File: config.mk
export PLATFORM = sky130hd
export DESIGN_NAME = ulaCore
export DESIGN_NICKNAME = d
export VERILOG_FILES = /design/src/logic/ulaTimingPkg.sv /design/src/logic/ulaBusPkg.sv /design/src/logic/rasterCounter.sv /design/src/logic/ioPorts.sv /design/src/logic/videoFetch.sv /design/src/logic/colourMapper.sv /design/src/logic/ulaCore.sv
export SDC_FILE = /design/constraint.sdc
export NUM_CORES = 1
export LEC_CHECK = 0
export BUFFER_PORTS_ARGS = -buffer_cell sky130_fd_sc_hd__buf_2
export CORE_MARGIN = 2
export CORE_UTILIZATION = 38
export DETAILED_ROUTE_END_ITERATION = 12
export HOLD_SLACK_MARGIN = 0.03
export SKIP_LAST_GASP = 1
export SYNTH_ARGS = -nofsm -noshare
export SYNTH_HDL_FRONTEND = slang
export SYNTH_HIERARCHICAL = 1
export SYNTH_SLANG_ARGS = --single-unit
File: constraint.sdc
create_clock -name clk7 -period 4 [get_ports clk7]
set_input_delay 0.6 -clock clk7 [delete_from_list [all_inputs] [get_ports clk7]]
set_output_delay 0.6 -clock clk7 [all_outputs]
set_load 0.01 [all_outputs]
File: src/logic/ulaTimingPkg.sv
`default_nettype none

////////////////////////////////////////////////////////////
// Raster geometry and display window
////////////////////////////////////////////////////////////

package ulaTimingPkg;

   // Pixel column within a line
   typedef logic [8:0] hCount_t;

   // Line number within a frame
   typedef logic [8:0] vCount_t;

   // 48K style frame, 7 MHz pixel clock
   localparam int DefaultLineLength = 448;
   localparam int DefaultFrameLines = 312;

   // Paper area in pixels and lines
   localparam int PaperWidth = 256;
   localparam int PaperHeight = 192;

   // Fetch runs one character cell ahead of the display
   localparam int FetchLead = 8;

   // Interrupt line, also where the flash counter ticks
   localparam vCount_t IntLine = 9'd248;

   // 64 pixel clocks, i.e. 32 T-states of INT
   localparam hCount_t IntStart = 9'd2;
   localparam hCount_t IntEnd = 9'd65;

   // Horizontal sync columns
   localparam hCount_t HsyncStart = 9'd320;
   localparam hCount_t HsyncEnd = 9'd351;

   // Vertical sync lines
   localparam vCount_t VsyncStart = 9'd248;
   localparam vCount_t VsyncEnd = 9'd251;

endpackage

`default_nettype wire

File: src/logic/ulaBusPkg.sv
`default_nettype none

////////////////////////////////////////////////////////////
// CPU side and colour types
////////////////////////////////////////////////////////////

package ulaBusPkg;

   // Z80 I/O cycle as seen by the ULA
   typedef struct packed {
      logic [15:0] addr;
      logic iorqN;
      logic rdN;
      logic wrN;
      logic [7:0] data;
   } cpuBus_t;

   // Port 0xFE answers whenever A0 is low
   localparam int UlaPortMaskBit = 0;

   // ULAplus register select and data ports
   localparam logic [15:0] PlusAddrPort = 16'hBF3B;
   localparam logic [15:0] PlusDataPort = 16'hFF3B;

   // Classic attribute layout
   typedef struct packed {
      logic flash;
      logic bright;
      logic [2:0] paper;
      logic [2:0] ink;
   } attrClassic_t;

   // ULAplus reuses flash and bright as palette group
   typedef struct packed {
      logic [1:0] group;
      logic [2:0] paper;
      logic [2:0] ink;
   } attrPlus_t;

   typedef union packed {
      attrClassic_t classic;
      attrPlus_t plus;
   } attr_u;

   // One palette RAM write, value is GGGRRRBB
   typedef struct packed {
      logic we;
      logic [5:0] index;
      logic [7:0] value;
   } paletteWrite_t;

   // 9-bit output colour
   typedef struct packed {
      logic [2:0] g;
      logic [2:0] r;
      logic [2:0] b;
   } rgb_t;

endpackage

`default_nettype wire

File: src/logic/rasterCounter.sv
`default_nettype none

module rasterCounter #(
   parameter int lineLength = ulaTimingPkg::DefaultLineLength,
   parameter int frameLines = ulaTimingPkg::DefaultFrameLines
) (
   input wire clk7,
   input wire rst_n,
   output ulaTimingPkg::hCount_t hc,
   output ulaTimingPkg::vCount_t vc,
   output logic csync,
   output logic intN
);

   logic lineEnd;
   logic frameEnd;
   logic hsync;
   logic vsync;

   // Last column and last line of the frame
   assign lineEnd = hc == ulaTimingPkg::hCount_t'(lineLength - 1);
   assign frameEnd = vc == ulaTimingPkg::vCount_t'(frameLines - 1);

   ////////////////////////////////////////////////////////////
   // Counters
   ////////////////////////////////////////////////////////////

   always_ff @(posedge clk7) begin
      if (!rst_n) begin
         hc <= '0;
         vc <= '0;
      end else if (lineEnd) begin
         hc <= '0;
         // Line count steps on the horizontal wrap
         if (frameEnd) begin
            vc <= '0;
         end else begin
            vc <= vc + 1'b1;
         end
      end else begin
         hc <= hc + 1'b1;
      end
   end

   ////////////////////////////////////////////////////////////
   // Sync and interrupt decode
   ////////////////////////////////////////////////////////////

   assign hsync = hc >= ulaTimingPkg::HsyncStart && hc <= ulaTimingPkg::HsyncEnd;
   assign vsync = vc >= ulaTimingPkg::VsyncStart && vc <= ulaTimingPkg::VsyncEnd;

   // Low on hsync, polarity flipped over the vsync lines
   assign csync = ~(hsync ^ vsync);

   // INT window at the start of the interrupt line
   assign intN = !(vc == ulaTimingPkg::IntLine &&
                   hc >= ulaTimingPkg::IntStart &&
                   hc <= ulaTimingPkg::IntEnd);

endmodule

`default_nettype wire

File: src/logic/ioPorts.sv
`default_nettype none

module ioPorts (
   input wire clk7,
   input wire rst_n,
   input wire ulaBusPkg::cpuBus_t bus,
   input wire ear,
   input wire [4:0] kbd,
   input wire issue2Keyboard,
   input wire [7:0] paletteEntry,
   output logic [7:0] dout,
   output logic mic,
   output logic spk,
   output logic [2:0] border,
   output logic plusEnable,
   output logic [5:0] paletteIndex,
   output ulaBusPkg::paletteWrite_t paletteWrite
);

   // Border comes up red
   localparam logic [2:0] ResetBorder = 3'd2;

   logic ioWrite;
   logic ioRead;
   logic ulaSel;
   logic plusAddrSel;
   logic plusDataSel;
   logic plusMode;
   logic [6:0] plusReg;
   logic procEar;

   ////////////////////////////////////////////////////////////
   // Address decode
   ////////////////////////////////////////////////////////////

   // Z80 strobes, both active low
   assign ioWrite = !bus.iorqN && !bus.wrN;
   assign ioRead = !bus.iorqN && !bus.rdN;

   // Partial decode on A0
   assign ulaSel = !bus.addr[ulaBusPkg::UlaPortMaskBit];
   assign plusAddrSel = bus.addr == ulaBusPkg::PlusAddrPort;
   assign plusDataSel = bus.addr == ulaBusPkg::PlusDataPort;

   // Bit 6 of the register selects config group, low bits the index
   assign plusMode = plusReg[6];
   assign paletteIndex = plusReg[5:0];

   ////////////////////////////////////////////////////////////
   // Port writes
   ////////////////////////////////////////////////////////////

   // Port 0xFE
   always_ff @(posedge clk7) begin
      if (!rst_n) begin
         border <= ResetBorder;
         mic <= 1'b0;
         spk <= 1'b0;
      end else if (ioWrite && ulaSel) begin
         border <= bus.data[2:0];
         mic <= bus.data[3];
         spk <= bus.data[4];
      end
   end

   // ULAplus register and config bit
   always_ff @(posedge clk7) begin
      if (!rst_n) begin
         plusReg <= '0;
         plusEnable <= 1'b0;
      end else if (ioWrite && !ulaSel) begin
         if (plusAddrSel) begin
            plusReg <= bus.data[6:0];
         end else if (plusDataSel && plusMode) begin
            plusEnable <= bus.data[0];
         end
      end
   end

   // Palette RAM write, index from the register
   always_comb begin
      paletteWrite.we = ioWrite && !ulaSel && plusDataSel && !plusMode;
      paletteWrite.index = plusReg[5:0];
      paletteWrite.value = bus.data;
   end

   ////////////////////////////////////////////////////////////
   // Read mux
   ////////////////////////////////////////////////////////////

   // Issue 2 boards also leak MIC onto the EAR input
   assign procEar = issue2Keyboard ? (ear ^ (spk | mic)) : (ear ^ spk);

   always_comb begin
      dout = 8'hFF;
      if (ioRead) begin
         if (ulaSel) begin
            dout = {1'b1, procEar, 1'b1, kbd};
         end else if (plusAddrSel) begin
            dout = {1'b0, plusReg};
         end else if (plusDataSel && !plusMode) begin
            dout = paletteEntry;
         end else if (plusDataSel && plusMode) begin
            dout = {7'b0000000, plusEnable};
         end
      end
   end

endmodule

`default_nettype wire

File: src/logic/videoFetch.sv
`default_nettype none

module videoFetch (
   input wire clk7,
   input wire rst_n,
   input wire ulaTimingPkg::hCount_t hc,
   input wire ulaTimingPkg::vCount_t vc,
   input wire [2:0] border,
   input wire [7:0] vramData,
   output logic [13:0] va,
   output ulaBusPkg::attr_u attrNext,
   output logic attrLoad,
   output ulaBusPkg::attr_u attr,
   output logic pixel
);

   logic fetchWindow;
   logic videoEnable;
   logic columnLoad;
   logic bitmapLoad;
   logic attrDataLoad;
   logic serializerLoad;
   logic [4:0] column;
   logic [7:0] bitmapData;
   logic [7:0] attrData;
   logic [7:0] shiftReg;
   logic [4:0] flashCount;
   logic flashPhase;

   ////////////////////////////////////////////////////////////
   // Fetch sequencer
   ////////////////////////////////////////////////////////////

   // VRAM reads cover the paper columns
   assign fetchWindow = hc < ulaTimingPkg::PaperWidth && vc < ulaTimingPkg::PaperHeight;

   // Display lags the fetch by one cell
   assign videoEnable = hc >= ulaTimingPkg::FetchLead &&
                        hc < ulaTimingPkg::PaperWidth + ulaTimingPkg::FetchLead &&
                        vc < ulaTimingPkg::PaperHeight;

   // Column latched just ahead of each fetch pair
   assign columnLoad = hc[2:0] == 3'd3;

   // Upper half of each 16 clocks fetches two cells
   // bitmap at 8/12, latch 9/13; attribute at 10/14, latch 11/15
   assign bitmapLoad = fetchWindow && hc[3] && !hc[1] && hc[0];
   assign attrDataLoad = fetchWindow && hc[3] && hc[1] && hc[0];

   // Output stage reloads every 8 pixels
   assign attrLoad = hc[2:0] == 3'd4;
   assign serializerLoad = videoEnable && attrLoad;

   // Bitmap uses the thirds layout, attributes sit at 0x1800
   always_comb begin
      if (hc[1]) begin
         va = {1'b0, 3'b110, vc[7:3], column};
      end else begin
         va = {1'b0, vc[7:6], vc[2:0], vc[5:3], column};
      end
   end

   ////////////////////////////////////////////////////////////
   // Data latches
   ////////////////////////////////////////////////////////////

   always_ff @(posedge clk7) begin
      if (columnLoad) begin
         column <= hc[7:3];
      end
   end

   always_ff @(posedge clk7) begin
      if (bitmapLoad) begin
         bitmapData <= vramData;
      end
      if (attrDataLoad) begin
         attrData <= vramData;
      end
   end

   // Border cells: paper from the border latch, no flash or bright
   always_comb begin
      if (videoEnable) begin
         attrNext = attrData;
      end else begin
         attrNext = '0;
         attrNext.classic.paper = border;
      end
   end

   always_ff @(posedge clk7) begin
      if (attrLoad) begin
         attr <= attrNext;
      end
   end

   ////////////////////////////////////////////////////////////
   // Serializer and flash
   ////////////////////////////////////////////////////////////

   // MSB first, zeros shift in over the border
   always_ff @(posedge clk7) begin
      if (serializerLoad) begin
         shiftReg <= bitmapData;
      end else begin
         shiftReg <= {shiftReg[6:0], 1'b0};
      end
   end

   // One tick per frame, phase flips every 16 frames
   always_ff @(posedge clk7) begin
      if (!rst_n) begin
         flashCount <= '0;
      end else if (vc == ulaTimingPkg::IntLine && hc == '0) begin
         flashCount <= flashCount + 5'd1;
      end
   end

   assign flashPhase = flashCount[4];
   assign pixel = shiftReg[7] ^ (attr.classic.flash & flashPhase);

endmodule

`default_nettype wire

File: src/logic/colourMapper.sv
`default_nettype none

module colourMapper (
   input wire clk7,
   input wire rst_n,
   input wire ulaBusPkg::attr_u attrNext,
   input wire attrLoad,
   input wire ulaBusPkg::attr_u attr,
   input wire pixel,
   input wire plusEnable,
   input wire ulaBusPkg::paletteWrite_t paletteWrite,
   input wire [5:0] paletteIndex,
   output logic [7:0] paletteEntry,
   output ulaBusPkg::rgb_t rgb
);

   // Gun levels for the standard palette
   localparam logic [2:0] LevelOff = 3'b000;
   localparam logic [2:0] LevelHalf = 3'b101;
   localparam logic [2:0] LevelFull = 3'b111;

   logic [7:0] paletteRam [64];
   logic [5:0] paperIndex;
   logic [5:0] inkIndex;
   logic [7:0] plusPaper;
   logic [7:0] plusInk;
   logic [7:0] plusColour;
   logic [3:0] stdColour;
   ulaBusPkg::rgb_t stdRgb;
   ulaBusPkg::rgb_t plusRgb;

   ////////////////////////////////////////////////////////////
   // Standard IGRB path
   ////////////////////////////////////////////////////////////

   assign stdColour = {attr.classic.bright, pixel ? attr.classic.ink : attr.classic.paper};

   // IGRB to GGGRRRBBB, black is the same at both brightness levels
   always_comb begin
      case (stdColour)
         4'd1: stdRgb = {LevelOff, LevelOff, LevelHalf};
         4'd2: stdRgb = {LevelOff, LevelHalf, LevelOff};
         4'd3: stdRgb = {LevelOff, LevelHalf, LevelHalf};
         4'd4: stdRgb = {LevelHalf, LevelOff, LevelOff};
         4'd5: stdRgb = {LevelHalf, LevelOff, LevelHalf};
         4'd6: stdRgb = {LevelHalf, LevelHalf, LevelOff};
         4'd7: stdRgb = {LevelHalf, LevelHalf, LevelHalf};
         4'd9: stdRgb = {LevelOff, LevelOff, LevelFull};
         4'd10: stdRgb = {LevelOff, LevelFull, LevelOff};
         4'd11: stdRgb = {LevelOff, LevelFull, LevelFull};
         4'd12: stdRgb = {LevelFull, LevelOff, LevelOff};
         4'd13: stdRgb = {LevelFull, LevelOff, LevelFull};
         4'd14: stdRgb = {LevelFull, LevelFull, LevelOff};
         4'd15: stdRgb = {LevelFull, LevelFull, LevelFull};
         default: stdRgb = {LevelOff, LevelOff, LevelOff};
      endcase
   end

   ////////////////////////////////////////////////////////////
   // ULAplus palette path
   ////////////////////////////////////////////////////////////

   always_ff @(posedge clk7) begin
      if (paletteWrite.we) begin
         paletteRam[paletteWrite.index] <= paletteWrite.value;
      end
   end

   // CPU readback port
   assign paletteEntry = paletteRam[paletteIndex];

   // Paper entries live in the upper half of each group
   assign paperIndex = {attrNext.plus.group, 1'b1, attrNext.plus.paper};
   assign inkIndex = {attrNext.plus.group, 1'b0, attrNext.plus.ink};

   // Both colours of the next cell, captured with the attribute
   always_ff @(posedge clk7) begin
      if (!rst_n) begin
         plusPaper <= '0;
         plusInk <= '0;
      end else if (attrLoad) begin
         plusPaper <= paletteRam[paperIndex];
         plusInk <= paletteRam[inkIndex];
      end
   end

   assign plusColour = pixel ? plusInk : plusPaper;

   // Blue B1 B0 widened to B1 B0 B1
   assign plusRgb = {plusColour, plusColour[1]};

   assign rgb = plusEnable ? plusRgb : stdRgb;

endmodule

`default_nettype wire

File: src/logic/ulaCore.sv
`default_nettype none

module ulaCore #(
   parameter int lineLength = ulaTimingPkg::DefaultLineLength,
   parameter int frameLines = ulaTimingPkg::DefaultFrameLines
) (
   input wire clk7,
   input wire rst_n,
   input wire ulaBusPkg::cpuBus_t bus,
   input wire [7:0] vramData,
   output logic [13:0] va,
   input wire ear,
   input wire [4:0] kbd,
   input wire issue2Keyboard,
   output logic [7:0] dout,
   output logic mic,
   output logic spk,
   output logic intN,
   output logic csync,
   output ulaBusPkg::rgb_t rgb
);

   ulaTimingPkg::hCount_t hc;
   ulaTimingPkg::vCount_t vc;
   logic [2:0] border;
   logic plusEnable;
   logic [5:0] paletteIndex;
   logic [7:0] paletteEntry;
   ulaBusPkg::paletteWrite_t paletteWrite;
   ulaBusPkg::attr_u attrNext;
   ulaBusPkg::attr_u attr;
   logic attrLoad;
   logic pixel;

   ////////////////////////////////////////////////////////////
   // Raster timing
   ////////////////////////////////////////////////////////////

   rasterCounter #(
      .lineLength(lineLength),
      .frameLines(frameLines)
   ) u_rasterCounter (
      .clk7(clk7),
      .rst_n(rst_n),
      .hc(hc),
      .vc(vc),
      .csync(csync),
      .intN(intN)
   );

   // CPU ports, border and ULAplus registers
   ioPorts u_ioPorts (
      .clk7(clk7),
      .rst_n(rst_n),
      .bus(bus),
      .ear(ear),
      .kbd(kbd),
      .issue2Keyboard(issue2Keyboard),
      .paletteEntry(paletteEntry),
      .dout(dout),
      .mic(mic),
      .spk(spk),
      .border(border),
      .plusEnable(plusEnable),
      .paletteIndex(paletteIndex),
      .paletteWrite(paletteWrite)
   );

   // Screen fetch and pixel stream
   videoFetch u_videoFetch (
      .clk7(clk7),
      .rst_n(rst_n),
      .hc(hc),
      .vc(vc),
      .border(border),
      .vramData(vramData),
      .va(va),
      .attrNext(attrNext),
      .attrLoad(attrLoad),
      .attr(attr),
      .pixel(pixel)
   );

   // Palette lookup to 9-bit colour
   colourMapper u_colourMapper (
      .clk7(clk7),
      .rst_n(rst_n),
      .attrNext(attrNext),
      .attrLoad(attrLoad),
      .attr(attr),
      .pixel(pixel),
      .plusEnable(plusEnable),
      .paletteWrite(paletteWrite),
      .paletteIndex(paletteIndex),
      .paletteEntry(paletteEntry),
      .rgb(rgb)
   );

endmodule

`default_nettype wire

==> results.md <==
- Final Util: around 45%
- Die area: 76,570 um2
- PortBufs: 77
- Layout Cells excl Fill: just under 3,000
- PwrDens: 402.5 nW/um2
- Worst hold path type: in -> reg
- Max-slew violations: 0
- Final Net Count: 1,931
- Final Skew: 0.02560 ns
- Cell mode on critical path: buf_12
- Least-Margin Pin Slew: 1.430 ns
- Required @ worst endpoint: 3.40 ns
- Share of layout cells above drive strength 1: 35.54%
- Max stage delay on crit path: 0.56 ns
- Syn Inst Count: 1,680
- Primary FF master, synth: edfxtp_1
- Final GP Congestion: between 0.9 and 1
- Die Y-Extent: 276.7 um
- Hold Fails Final Rpt: 0
- Unrepaired setup endpoints after global routing: yes
- First-pass GRT wire length: roughly 120,000 um
- Final setup fails: 0
- Vias in the first global route: about 17,000
- Area growth syn-to-layout: 17.22%
- CORE AREA: 73,330 um2
- Crit Path Class: reg -> out
- Ports: 79
- Row count: 99
- Critical path cell sequence: buf_12 -> buf_12 -> mux4_2 -> a22oi_1 -> nand3_2 -> a22o_1 -> mux2i_2 -> nand2_1 -> o21ai_0 -> a21oi_1 -> buf_2
- Gr ovfl total: 0
- Slew margin rel.: 4.468%
- Mapped Area: 28,260 um2
- CTS buffer count: 66
- Initial antenna violation count: 1
- Antenna cell count: 0
- DRT Wirelength: 84,140 um
- Commonest non-fill, non-tap cells in the layout: edfxtp_1, mux4_2, buf_4
- Leak: 10.42 nW
- DRC: 0
- Clock Sinks: roughly 600
- Slack of the critical path: ~0.011 ns
- Register bit count reported by yosys: 601
- Wire per inst: 29.10 um
- FFs w/ async S/R, synth: 0%
- Tmin final: 3.989 ns
- DP Cell Count: 2,743
- Router iterations before antenna repair: 6
- Maximum VDD drop: just under 0.3 mV
- Max Fanout on Critical Path: 21
- Post-synth EDFFs: 541
- Clock-pin slew on the worst setup and hold paths: about 0.06 ns
- Post-Syn Nets: 1,730
- Initial Utilization: ~39%
- Most common cell after layout, fill and taps aside: edfxtp_1
- Clock Latency Late Sink: 0.62 ns
- Post-route ant nets: 0
- MaxCap Viol Count: 0
- Die W: 276.7 um
- Bufs on Longest Clock Path: 3
- Clock H-tree levels: 3
- Detail Placement HPWL: roughly 57,000 um
- Post-Syn Area per Cell: 16.82 um2
- Startpoint types: flip-flop
- Largest net degree at the start of global routing: 51
- Root Driver: clkbuf_16
- Slowest cell on crit path: mux4_2
- Yosys warns: 6
- CP arrival: 3.39 ns
- CTS tree: done
- Status: finished, final reports clean
- Total number of vias: 17,567
- Max Fclk: 250.7 MHz
- Fin crit share: 99.72%
- Pre-CTS worst setup slack: about 0.15 ns
- Crit. End Element: output pin
- Register area share after synthesis: 61.74%
- Initial drt markers: 2,415
- Synth cell types: 65
- Gr usage total: 21.56%
- Vias per inst: 6.074
[critical path: cells and delay by family (launching register included)]
| family | cells | cell delay [ns] |
|---|---|---|
| DFF | 1 | 0.37 |
| and+or+nand+nor | 2 | 0.29 |
| muxes | 2 | 0.85 |
| buffers and inverters | 3 | 0.51 |
| AOI/OAI and AO/OA | 4 | 0.75 |
[flip-flops by register name, indices dropped and copies added (netlist names), 5 cells and up]
register and count:
u_colourMapper/paletteRam 512, u_rasterCounter/hc 9, u_rasterCounter/vc 9, u_colourMapper/plusInk 8
u_colourMapper/plusPaper 8, u_videoFetch/attrData 8, u_videoFetch/attr 8, u_videoFetch/bitmapData 8
u_videoFetch/shiftReg 8, u_ioPorts/plusReg 7, u_videoFetch/column 5, u_videoFetch/flashCount 5
[power breakdown]
group,switching [W],internal (W)
Clock,0.00252,0.00360
Sequential,0.0000169,0.00684
Combinational,0.000241,0.000117
Total,0.00278,0.0106
[logic make-up (layout without fill, tap and decap cells)]
group | after synthesis | after routing | synth area share (%)
adder cells (fa/ha/maj) | 6 | 6 | 0.2656
AO/OA/AOI/OAI | 245 | 245 | 5.712
other | 1 | 1 | 0.01327
multiplexers | 323 | 323 | 22.58
buffers and inverters | 147 | 399 | 2.807
XOR/XNOR | 10 | 10 | 0.3099
flip-flops | 601 | 601 | 61.74
AND/OR/NAND/NOR | 347 | 348 | 6.575
[cells in the mapped netlist, drive strengths merged (43+ instances only)]
library cell | count | share of area [%]
dfxtp | 60 | 4.3
mux4 | 249 | 20
mux2i | 48 | 1.7
buf | 93 | 2.1
nand2 | 44 | 0.58
edfxtp | 541 | 57
a21oi | 57 | 1.0
o21ai | 47 | 0.83
nor2b | 43 | 0.95
nor2 | 109 | 1.4
clkbuf | 45 | 0.60
o22ai | 43 | 0.95
[repair_timing]
item / 4_1_cts / 5_1_grt
cloned: 0 / 2
gates resized for setup: 9 / 23
hold buffers: 0 / 0
buffers inserted: 11 / 16
setup endpoints to repair: 8 / 12
pin swaps: 1 / 5
[worst paths after layout]
check	endpoint	start	slack, ns	depth (start not counted)
setup / recovery	dout[0]	u_ioPorts/plusReg[0]$_SDFFE_PN0P_	0.01	11
hold / removal	u_videoFetch/bitmapData[3]$_DFFE_PP_	vramData[3]	0.18	1
setup reg to reg	u_colourMapper/plusPaper[7]$_SDFFE_PN0P_	u_rasterCounter/hc[6]$_SDFF_PP0_	0.10	11
hold reg to reg	u_videoFetch/shiftReg[0]$_SDFF_PN0_	u_videoFetch/bitmapData[0]$_DFFE_PP_	0.46	1
[routing by layer]
layer | vias to the layer above | track usage, % | share of wire (%)
met1 | 9147 | 29.60 | 40
met3 | 146 | 4.935 | 9.7
li1 | 7336 | - | -
met5 | - | 0 | 0
met4 | 0 | 7.609 | 3.4
met2 | 938 | 33.84 | 47
[through the flow]
| stage | TNS [ns] | total power [W] | area (um2) | hold WS [ns] |
|---|---|---|---|---|
| 3_3_place_gp | 0 | 0.007342 | 30480 | 0.4241 |
| 3_5_place_dp | 0 | 0.007350 | 30480 | 0.4455 |
| 2_1_floorplan | 0 | 0.007174 | 28260 | 0.4203 |
| 4_1_cts | 0 | 0.01343 | 32840 | 0.1453 |
| 6_report | 0 | 0.01333 | 33130 | 0.1814 |
| 5_1_grt | -0.2361 | 0.01371 | 33130 | 0.1627 |
[final cells by class]
type                            count  area, um2
Multi-Input combinational cell    933      10160
Tap cell                          959       1200
Fill cell                        6366      40200
Inverter                            9      33.78
Clock inverter                     34      384.1
Clock buffer                       86       1768
Sequential cell                   601      17460
Timing Repair Buffer              270       2122
Note: power is estimated with default switching activity, not from simulation.
